File: src/verilog/fp_adder_pkg.sv
package fp_adder_pkg;

	// --------------------------------------------------
	// half precision format
	// --------------------------------------------------
	localparam int EXP_W   = 5;
	localparam int FRAC_W  = 10;
	localparam int GUARD_W = 2;
	localparam int MANT_W  = 13;    // hidden bit + fraction + guard
	localparam int EXP_MAX = 31;

	localparam int PIPE_LATENCY = 5;    // start to result_valid

	typedef logic [15:0]              half_word_t;
	typedef logic [EXP_W-1:0]         exp_t;
	typedef logic [MANT_W-1:0]        mant_t;
	typedef logic signed [MANT_W+1:0] wide_t;
	typedef logic [3:0]               digit_t;
	typedef logic [6:0]               seg_t;

	// host modes, gray ordered as the switch sequence
	typedef enum logic [1:0] {
		MODE_CLEAR   = 2'b00,
		MODE_ENTER_A = 2'b01,
		MODE_ENTER_B = 2'b11,
		MODE_ADD     = 2'b10
	} mode_t;

	// --------------------------------------------------
	// seven segment, active low, bit 0 is segment a
	// --------------------------------------------------
	localparam seg_t SEG_BLANK = 7'h7f;

	localparam seg_t SEG_TABLE [16] = '{
		~7'b0111111,    // 0
		~7'b0000110,    // 1
		~7'b1011011,    // 2
		~7'b1001111,    // 3
		~7'b1100110,    // 4
		~7'b1101101,    // 5
		~7'b1111101,    // 6
		~7'b0000111,    // 7
		~7'b1111111,    // 8
		~7'b1101111,    // 9
		~7'b1110111,    // A
		~7'b1111100,    // b
		~7'b0111001,    // C
		~7'b1011110,    // d
		~7'b1111001,    // E
		~7'b1110001     // F
	};

endpackage
File: src/verilog/keyed_fp_adder.sv
`timescale 1ns/100ps

module keyed_fp_adder import fp_adder_pkg::*; (
	input  logic       clk,
	input  logic       reset,
	input  mode_t      mode,
	input  logic       digit_valid,
	input  digit_t     digit,
	output half_word_t sum,
	output logic       result_valid,
	output logic       over,
	output logic       under,
	output seg_t       hex0,
	output seg_t       hex1,
	output seg_t       hex2,
	output seg_t       hex3
);

	// entry side
	mode_t      mode_q;
	half_word_t entry_word;
	half_word_t operand_a, operand_b;
	logic       start;

	// stage 1 to 2
	wide_t num_a, num_b;
	exp_t  exp_s1;
	logic  sign_s1, valid_s1;

	// stage 3 to 4
	mant_t mag_s3;
	exp_t  exp_s3;
	logic  sign_s3, over_s3, valid_s3;

	operand_entry u_entry (
		.clk         (clk),
		.reset       (reset),
		.mode        (mode),
		.digit_valid (digit_valid),
		.digit       (digit),
		.mode_q      (mode_q),
		.entry_word  (entry_word),
		.operand_a   (operand_a),
		.operand_b   (operand_b),
		.start       (start)
	);

	// --------------------------------------------------
	// five stage adder pipeline
	// --------------------------------------------------
	fp_align u_align (
		.clk       (clk),
		.reset     (reset),
		.start     (start),
		.operand_a (operand_a),
		.operand_b (operand_b),
		.num_a     (num_a),
		.num_b     (num_b),
		.exp_out   (exp_s1),
		.sign_out  (sign_s1),
		.valid_out (valid_s1)
	);

	fp_sum u_sum (
		.clk       (clk),
		.reset     (reset),
		.num_a     (num_a),
		.num_b     (num_b),
		.exp_in    (exp_s1),
		.sign_in   (sign_s1),
		.valid_in  (valid_s1),
		.mag       (mag_s3),
		.exp_out   (exp_s3),
		.sign_out  (sign_s3),
		.over      (over_s3),
		.valid_out (valid_s3)
	);

	fp_normalize u_norm (
		.clk          (clk),
		.reset        (reset),
		.mag          (mag_s3),
		.exp_in       (exp_s3),
		.sign_in      (sign_s3),
		.over_in      (over_s3),
		.valid_in     (valid_s3),
		.sum          (sum),
		.over         (over),
		.under        (under),
		.result_valid (result_valid)
	);

	hex_display u_disp (
		.clk          (clk),
		.reset        (reset),
		.mode_q       (mode_q),
		.entry_word   (entry_word),
		.sum          (sum),
		.result_valid (result_valid),
		.hex0         (hex0),
		.hex1         (hex1),
		.hex2         (hex2),
		.hex3         (hex3)
	);

endmodule

File: src/verilog/hex_display.sv
`timescale 1ns/100ps

module hex_display import fp_adder_pkg::*; (
	input  logic       clk,
	input  logic       reset,
	input  mode_t      mode_q,
	input  half_word_t entry_word,
	input  half_word_t sum,
	input  logic       result_valid,
	output seg_t       hex0,
	output seg_t       hex1,
	output seg_t       hex2,
	output seg_t       hex3
);

	half_word_t held_sum;
	half_word_t show_word;
	logic       have_result;
	logic       show;

	always_ff @(posedge clk) begin
		if (result_valid) held_sum <= sum;
	end

	// cleared outside add mode so each add starts blank
	always_ff @(posedge clk) begin
		if (reset || mode_q != MODE_ADD) have_result <= 1'b0;
		else if (result_valid) have_result <= 1'b1;
	end

	always_comb begin
		show_word = entry_word;
		show      = 1'b1;
		case (mode_q)
			MODE_CLEAR: show = 1'b0;
			MODE_ADD: begin
				show      = have_result || result_valid;
				show_word = result_valid ? sum : held_sum;    // bypass the fresh result
			end
			default: ;
		endcase
	end

	// --------------------------------------------------
	// digit registers, hex0 is the low nibble
	// --------------------------------------------------
	always_ff @(posedge clk) begin
		if (reset || !show) begin
			hex0 <= SEG_BLANK;
			hex1 <= SEG_BLANK;
			hex2 <= SEG_BLANK;
			hex3 <= SEG_BLANK;
		end else begin
			hex0 <= SEG_TABLE[show_word[3:0]];
			hex1 <= SEG_TABLE[show_word[7:4]];
			hex2 <= SEG_TABLE[show_word[11:8]];
			hex3 <= SEG_TABLE[show_word[15:12]];
		end
	end

endmodule

File: src/verilog/fp_normalize.sv
`timescale 1ns/100ps

module fp_normalize import fp_adder_pkg::*; (
	input  logic       clk,
	input  logic       reset,
	input  mant_t      mag,
	input  exp_t       exp_in,
	input  logic       sign_in,
	input  logic       over_in,
	input  logic       valid_in,
	output half_word_t sum,
	output logic       over,
	output logic       under,
	output logic       result_valid
);

	logic [3:0] lz, lz_q;
	mant_t      mag_q;
	mant_t      shifted;
	exp_t       exp_q;
	logic       sign_q, over_q, valid_q;
	logic       too_small;

	// leading zeros above the first one, 13 for zero
	function automatic logic [3:0] count_lz(mant_t m);
		logic [3:0] n;
		logic       found;
		n     = 4'd0;
		found = 1'b0;
		for (int i = MANT_W-1; i >= 0; i--) begin
			if (m[i]) found = 1'b1;
			else if (!found) n = n + 4'd1;
		end
		return n;
	endfunction

	assign lz = count_lz(mag);

	// stage 4
	always_ff @(posedge clk) begin
		lz_q   <= lz;
		mag_q  <= mag;
		exp_q  <= exp_in;
		sign_q <= sign_in;
		over_q <= over_in;
	end

	assign shifted   = mag_q << lz_q;
	assign too_small = ({1'b0, exp_q} <= {2'b00, lz_q});    // exponent would drop below 1

	// --------------------------------------------------
	// stage 5, shift, flush and pack
	// --------------------------------------------------
	always_ff @(posedge clk) begin
		if (reset) begin
			valid_q      <= 1'b0;
			result_valid <= 1'b0;
			sum          <= '0;
			over         <= 1'b0;
			under        <= 1'b0;
		end else begin
			valid_q      <= valid_in;
			result_valid <= valid_q;
			if (valid_q) begin
				over  <= over_q;
				under <= 1'b0;
				if (over_q) begin
					sum <= {sign_q, exp_q, {FRAC_W{1'b0}}};
				end else if (mag_q == '0) begin
					sum <= '0;
				end else if (too_small) begin
					sum   <= '0;
					under <= 1'b1;
				end else begin
					sum <= {sign_q, exp_t'(exp_q - lz_q), shifted[MANT_W-2:GUARD_W]};
				end
			end
		end
	end

endmodule

File: src/verilog/fp_sum.sv
`timescale 1ns/100ps

module fp_sum import fp_adder_pkg::*; (
	input  logic  clk,
	input  logic  reset,
	input  wide_t num_a,
	input  wide_t num_b,
	input  exp_t  exp_in,
	input  logic  sign_in,
	input  logic  valid_in,
	output mant_t mag,
	output exp_t  exp_out,
	output logic  sign_out,
	output logic  over,
	output logic  valid_out
);

	wide_t sum_q;
	wide_t abs_sum;
	exp_t  exp_q;
	logic  sign_q;
	logic  valid_q;

	// --------------------------------------------------
	// stage 2, signed add
	// --------------------------------------------------
	always_ff @(posedge clk) begin
		sum_q  <= num_a + num_b;
		exp_q  <= exp_in;
		sign_q <= sign_in;
	end

	assign abs_sum = sum_q[MANT_W+1] ? -sum_q : sum_q;

	// stage 3, magnitude and carry fix
	always_ff @(posedge clk) begin
		sign_out <= sign_q;
		over     <= 1'b0;
		mag      <= abs_sum[MANT_W-1:0];
		exp_out  <= exp_q;
		if (abs_sum[MANT_W]) begin
			if (exp_q == exp_t'(EXP_MAX)) begin
				mag  <= {1'b1, {(MANT_W-1){1'b0}}};    // saturate, fraction zero
				over <= 1'b1;
			end else begin
				mag     <= abs_sum[MANT_W:1];
				exp_out <= exp_q + 1'b1;
			end
		end
	end

	always_ff @(posedge clk) begin
		if (reset) begin
			valid_q   <= 1'b0;
			valid_out <= 1'b0;
		end else begin
			valid_q   <= valid_in;
			valid_out <= valid_q;
		end
	end

endmodule

File: src/verilog/fp_align.sv
`timescale 1ns/100ps

module fp_align import fp_adder_pkg::*; (
	input  logic       clk,
	input  logic       reset,
	input  logic       start,
	input  half_word_t operand_a,
	input  half_word_t operand_b,
	output wide_t      num_a,
	output wide_t      num_b,
	output exp_t       exp_out,
	output logic       sign_out,
	output logic       valid_out
);

	exp_t  exp_a, exp_b, exp_big;
	mant_t mant_a, mant_b;
	mant_t al_a, al_b;
	wide_t ext_a, ext_b;
	logic  sign_big;

	// hidden bit is clear only for the all-zero word
	assign exp_a  = operand_a[FRAC_W +: EXP_W];
	assign exp_b  = operand_b[FRAC_W +: EXP_W];
	assign mant_a = {|operand_a, operand_a[FRAC_W-1:0], {GUARD_W{1'b0}}};
	assign mant_b = {|operand_b, operand_b[FRAC_W-1:0], {GUARD_W{1'b0}}};

	// align to the larger exponent, shifted out bits are lost
	always_comb begin
		al_a     = mant_a;
		al_b     = mant_b;
		exp_big  = exp_a;
		sign_big = operand_a[15];
		if (exp_a > exp_b) begin
			al_b = mant_b >> (exp_a - exp_b);
		end else if (exp_b > exp_a) begin
			al_a     = mant_a >> (exp_b - exp_a);
			exp_big  = exp_b;
			sign_big = operand_b[15];
		end else if (al_a <= al_b) begin
			sign_big = operand_b[15];    // tie goes to b
		end
	end

	assign ext_a = {2'b00, al_a};
	assign ext_b = {2'b00, al_b};

	always_ff @(posedge clk) begin
		num_a    <= operand_a[15] ? -ext_a : ext_a;
		num_b    <= operand_b[15] ? -ext_b : ext_b;
		exp_out  <= exp_big;
		sign_out <= sign_big;
	end

	always_ff @(posedge clk) begin
		if (reset) valid_out <= 1'b0;
		else valid_out <= start;
	end

endmodule

File: src/verilog/operand_entry.sv
`timescale 1ns/100ps

module operand_entry import fp_adder_pkg::*; (
	input  logic       clk,
	input  logic       reset,
	input  mode_t      mode,
	input  logic       digit_valid,
	input  digit_t     digit,
	output mode_t      mode_q,
	output half_word_t entry_word,
	output half_word_t operand_a,
	output half_word_t operand_b,
	output logic       start
);

	logic mode_change;
	logic entering;

	assign mode_change = (mode != mode_q);
	assign entering    = (mode == MODE_ENTER_A) || (mode == MODE_ENTER_B);

	// mode register and start pulse
	always_ff @(posedge clk) begin
		if (reset) begin
			mode_q <= MODE_CLEAR;
			start  <= 1'b0;
		end else begin
			mode_q <= mode;
			start  <= mode_change && (mode == MODE_ADD);    // one cycle only
		end
	end

	// --------------------------------------------------
	// digit shift register
	// --------------------------------------------------
	always_ff @(posedge clk) begin
		if (reset || mode == MODE_CLEAR) begin
			entry_word <= '0;
		end else if (entering && mode_change) begin
			entry_word <= '0;    // fresh word on entering a mode
		end else if (entering && digit_valid) begin
			entry_word <= {entry_word[11:0], digit};
		end
	end

	// operands track the word of their own mode
	always_ff @(posedge clk) begin
		if (reset) begin
			operand_a <= '0;
			operand_b <= '0;
		end else begin
			case (mode_q)
				MODE_ENTER_A: operand_a <= entry_word;
				MODE_ENTER_B: operand_b <= entry_word;
				default: ;    // clear and add keep both
			endcase
		end
	end

endmodule

File: config.mk
export PLATFORM = sky130hd
export DESIGN_NAME = keyed_fp_adder
export DESIGN_NICKNAME = d
export VERILOG_FILES = /design/src/verilog/fp_adder_pkg.sv /design/src/verilog/keyed_fp_adder.sv /design/src/verilog/hex_display.sv /design/src/verilog/fp_normalize.sv /design/src/verilog/fp_sum.sv /design/src/verilog/fp_align.sv /design/src/verilog/operand_entry.sv
export SDC_FILE = /design/constraint.sdc
export NUM_CORES = 1
export LEC_CHECK = 0
export BUFFER_PORTS_ARGS = -buffer_cell sky130_fd_sc_hd__clkbuf_2
export CAP_MARGIN = 20
export CORE_MARGIN = 3
export CORE_UTILIZATION = 45
export CTS_BUF_LIST = sky130_fd_sc_hd__clkbuf_16
export CTS_CLUSTER_SIZE = 20
export DETAILED_ROUTE_END_ITERATION = 12
export SYNTH_ARGS = -nofsm -noshare
export SYNTH_HDL_FRONTEND = slang
export SYNTH_SLANG_ARGS = --single-unit
File: constraint.sdc
create_clock -name clk -period 5.8 [get_ports clk]
set_input_delay 0.58 -clock clk [delete_from_list [all_inputs] [get_ports clk]]
set_output_delay 0.58 -clock clk [all_outputs]
set_load 0.05 [all_outputs]
==> summary by stage <==
Setup path
The setup slack of the worst register-to-register path is ~0.71 ns. In this run the worst path has a maximum fanout of 8. The master of the slowest instance on the critical path is sky130_fd_sc_hd__dfxtp_1. The critical path buffer and inverter count is 5. The path type of the worst setup path is reg -> reg. The data arrival time of the worst path is between 5 and 6 ns.

The kind of cell with the highest combined delay along the critical path is adder cells. STA classifies the critical path startpoint as a flip-flop. The number of cells traversed by the worst register-to-register path is 29. The endpoint required time on the critical path is 6.20 ns. The worst register-to-register path begins at u_sum.mag[12]$_SDFF_PN1_.

The end of the worst register-to-register path is u_norm.lz_q[2]$_DFF_P_. The maximum cell stage delay along the critical path is between 0.3 and 0.4 ns. The capturing element type of the critical path is a flip-flop. Among the stages of the critical path, the cell type that occurs most often is sky130_fd_sc_hd__ha_1.

Detailed routing
The DRC violation count after routing is 0. Summing over every cut layer, the via total after detailed routing is 10,100. The number of design-rule violations left by the first detailed-router iteration is just over 700.

The number of iterations in the first detailed-routing pass is 5. The remaining antenna violation count is 0. After detailed routing, the average wire length per cell comes to ~16 microns. For this block, the routed nets add up to about 30,000 microns of wire. The post-detailed-route via-to-cell ratio is ~5.5.

STA
The number of endpoints with negative hold slack in the final report is 0. Final hold analysis gives a worst-case slack of ~0.29 ns. The number of pins exceeding their max-slew limit in the final report is 0. The worst clock skew on the final layout is about 0.011 ns. The worst-case headroom to the max-slew limit is 27.5%. The worst-case setup margin in the final layout is between 0.7 and 0.8 ns.

The final cycle utilization of the critical path is 87.7%. For the pin with the worst max-slew slack, the measured transition is 1.08 ns. Setup repair after global routing left no endpoint under its margin. The maximum clock frequency is approximately 200 MHz. Setup violations remaining at the end of the flow were counted as 0. The final critical-path required period is a little over 5 ns. Adding up every negative setup slack in the final design gives 0 ns.

Clocking
The CTS sink count is 220. The clock-pin slew on the worst setup and hold paths is 0.06 ns. The number of clock buffers inserted by TritonCTS is 25. The number of hold buffers added after CTS was 0. The number of gates resized after cts is 0.

TritonCTS built the clock tree. The buffer count from post-CTS setup fixing is 0. The clock tree root driver cell is sky130_fd_sc_hd__clkbuf_16. The number of H-tree branching levels is 1. The worst-case clock buffer depth is 3.

The later pin in the worst-skew pair is clocked with a latency of around 0.51 ns.

Final layout
The repair_antennas step left the layout with diodes totalling 0. The post-route standard cell area excluding fillers is approximately 14,000 sq um. The number of nets at the end of the flow is 1,552.

The synthesis-to-finish area growth is 10.4%. The layout cell share with drive strength beyond 1 is roughly a tenth.

Placement
The post-detailed-placement half-perimeter wirelength is about 22,000 microns. The last weighted congestion value of the routability-driven placer is between 0.9 and 1. The setup slack after placement is 0.740 ns. The cell area after placement is roughly 13,000 sq um. The quantity of I/O buffers inserted on ports is between 50 and 60.

Power
The sequential share of power is 47.5%. The total power divided by cell area is between 200 and 250 nW/um^2. Summed over all cells, the static leakage comes to between 5 and 6 nW. Per report_power, the combinational group accounts for approximately 6.2% of the total. In this run, the clock network consumes 46.3% of the power. The reported net switching power is 780 uW. In this run switching power makes up 23.6% of total power. The internal power is 2.52 mW. The maximum vdd ir drop is a little over 200 uV.

Job
Across the run, the number of max-cap violations was 0.

Synth
The combined area of all synthesized cells is 12,300 sq um. The largest family of logic cells by synthesized area is compound AO/OA/AOI/OAI gates. The xor/xnor share of the synthesized area is 5.35%. The synthesized netlist devotes 8.40% of its cell area to adder and majority cells. The share of the yosys chip area belonging to registers is around 36%. The fraction of synthesis flops using an asynchronous set or reset pin is 0%. The main flop type after synthesis is sky130_fd_sc_hd__dfxtp_1.

The synthesized netlist contains 96 unique library cells. The fraction of the mapped netlist area in compound gates is approximately a fifth. The number of synthesized flops with an enable pin is 0. Of the total synthesized cell area, the portion taken by AND, OR, NAND and NOR gates is between 10% and 20%. The cell count after synthesis came out at around 1,400. The total of flip-flops plus latches after synthesis is 220. The multiplexer share of the synthesized area is under 10%. Yosys printed 0 warnings. Averaged over all synthesized cells, the footprint is 8.58 sq um. When the netlist entered floorplanning its net count stood at 1,519.

Die
Once the floorplan was initialized, standard cells occupied approximately 46% of the core. The number of rows created at floorplan is between 50 and 60. The chip width is between 150 and 200 microns.

Measured along the y axis, the die boundary spans ~170 microns. The floorplan core area is between 20,000 and 30,000 sq um. The die covers 29,300 sq um. 56 I/O pins were placed.

GRT
The via count of the first global-routing pass is 9,286. The total overflow left after global routing is 0. The initial antenna violation count is 0. The maximum number of pins on one net before global-route repair is a little over 60.

The first-pass GRT wire length is 48,200 microns. The overall track demand over capacity in global routing is around 20%.

Hold path
In this run the most critical hold path is launched from digit[2]. The worst min-delay path category is in -> reg. The path with the worst hold slack has its endpoint at u_entry.entry_word[2]$_SDFFE_PP0P_. The number of cells on the worst hold path is 3.

Status
The run finished with clean final reports.
-- logic make-up after synthesis --
group / after synthesis
flip-flops: 220
buffers and inverters: 147
multiplexers: 83
AO/OA/AOI/OAI: 355
XOR/XNOR: 69
AND/OR/NAND/NOR: 476
adder cells (fa/ha/maj): 80
-- tightest hold or removal path, cell delays in order --
cell                       delay [ns]
sky130_fd_sc_hd__clkbuf_2        0.08
sky130_fd_sc_hd__nand2_1         0.05
sky130_fd_sc_hd__a21oi_1         0.05
-- routing by layer --
metal / GRT usage [%] / vias up / routed length (microns)
met5: 0 / - / 0
met4: 5.60 / 0 / 763
met3: 2.82 / 57 / 1150
met2: 32.3 / 200 / 13400
met1: 28.0 / 4678 / 14300
li1: - / 5115 / -
-- area by class of cell --
type | count | area, sq um
Clock buffer | 25 | 626
Clock inverter | 20 | 178
Fill cell | 2499 | 12900
Inverter | 91 | 342
Multi-Input combinational cell | 1063 | 7250
Sequential cell | 220 | 4400
Tap cell | 335 | 419
Timing Repair Buffer | 62 | 328
-- Yosys cell counts (10+ instances only) --
cell type | number | area (sq um)
sky130_fd_sc_hd__dfxtp_1 | 220 | 4400
sky130_fd_sc_hd__nand2_1 | 212 | 796
sky130_fd_sc_hd__a21oi_1 | 112 | 561
sky130_fd_sc_hd__inv_1 | 86 | 323
sky130_fd_sc_hd__o21ai_0 | 85 | 425
sky130_fd_sc_hd__ha_1 | 76 | 951
sky130_fd_sc_hd__nor2_1 | 69 | 259
sky130_fd_sc_hd__mux2i_1 | 64 | 641
sky130_fd_sc_hd__clkbuf_1 | 41 | 154
sky130_fd_sc_hd__xor2_1 | 36 | 315
sky130_fd_sc_hd__nand3_1 | 33 | 165
sky130_fd_sc_hd__xnor2_1 | 29 | 254
sky130_fd_sc_hd__nor3_1 | 28 | 140
sky130_fd_sc_hd__nor2b_1 | 25 | 156
sky130_fd_sc_hd__o21a_1 | 19 | 143
sky130_fd_sc_hd__or3_1 | 16 | 100
sky130_fd_sc_hd__and3_1 | 15 | 93.8
sky130_fd_sc_hd__nand4_1 | 13 | 81.3
sky130_fd_sc_hd__a211oi_1 | 12 | 90.1
sky130_fd_sc_hd__nand2b_1 | 12 | 75.1
sky130_fd_sc_hd__o211ai_1 | 12 | 90.1
sky130_fd_sc_hd__o221ai_1 | 12 | 105
sky130_fd_sc_hd__mux2_2 | 11 | 124
sky130_fd_sc_hd__o31ai_1 | 11 | 82.6
sky130_fd_sc_hd__nor4_1 | 10 | 62.6
-- power by group through the flow --
stage / combinational (mW) / sequential [mW] / clock [mW]
after CTS: 0.204 / 1.57 / 1.58
after floorplan: 0.152 / 1.61 / 0
final: 0.204 / 1.57 / 1.53
after global routing: 0.226 / 1.57 / 1.65
after detailed placement: 0.203 / 1.60 / 0
after global placement: 0.202 / 1.60 / 0
-- stage by stage --
stage | total power, mW | instances | util [%]
after floorplan | 1.76 | 1430 | -
after CTS | 3.35 | 1816 | 51.2
final | 3.31 | 1816 | 51.2
after detailed placement | 1.81 | 1771 | 48.2
after global routing | 3.45 | 1816 | 51.2
after global placement | 1.81 | 1771 | 48.2
-- worst max-delay path by stage --
stage | startpoint | endpoint | slack [ns] | depth (start not counted)
floorplan | u_sum.mag[12]$_SDFF_PN1_ | u_norm.lz_q[2]$_DFF_P_ | 0.95 | 28
finish | u_sum.mag[12]$_SDFF_PN1_ | u_norm.lz_q[2]$_DFF_P_ | 0.71 | 29
CTS | u_sum.mag[12]$_SDFF_PN1_ | u_norm.lz_q[2]$_DFF_P_ | 0.72 | 29
global placement | u_sum.mag[12]$_SDFF_PN1_ | u_norm.lz_q[2]$_DFF_P_ | 0.84 | 29
detailed placement | u_sum.mag[12]$_SDFF_PN1_ | u_norm.lz_q[2]$_DFF_P_ | 0.74 | 29
global route | u_sum.mag[12]$_SDFF_PN1_ | u_norm.lz_q[2]$_DFF_P_ | 0.27 | 29
-- layout by cell type (no fill, tap or decap), types with 13 or more instances in the layout --
master / n
sky130_fd_sc_hd__a21oi_1: 112
sky130_fd_sc_hd__and3_1: 15
sky130_fd_sc_hd__clkbuf_16: 25
sky130_fd_sc_hd__clkbuf_2: 55
sky130_fd_sc_hd__dfxtp_1: 220
sky130_fd_sc_hd__ha_1: 76
sky130_fd_sc_hd__inv_1: 91
sky130_fd_sc_hd__mux2i_1: 64
sky130_fd_sc_hd__nand2_1: 212
sky130_fd_sc_hd__nand3_1: 33
sky130_fd_sc_hd__nand4_1: 13
sky130_fd_sc_hd__nor2_1: 69
sky130_fd_sc_hd__nor2b_1: 25
sky130_fd_sc_hd__nor3_1: 28
sky130_fd_sc_hd__o21a_1: 19
sky130_fd_sc_hd__o21ai_0: 85
sky130_fd_sc_hd__or3_1: 16
sky130_fd_sc_hd__xnor2_1: 29
sky130_fd_sc_hd__xor2_1: 36
-- state kept, by name (all words and copies together), names as in the netlist, 13 cells and up --
name and cells:
u_align.num_b 15, u_align.num_a 15, u_sum.mag 13, u_entry.operand_b 16, u_sum.sum_q 15, u_norm.sum 16
u_entry.operand_a 16, u_disp.held_sum 16, u_norm.mag_q 13, u_entry.entry_word 16
Note: power is estimated with default switching activity, not from simulation.
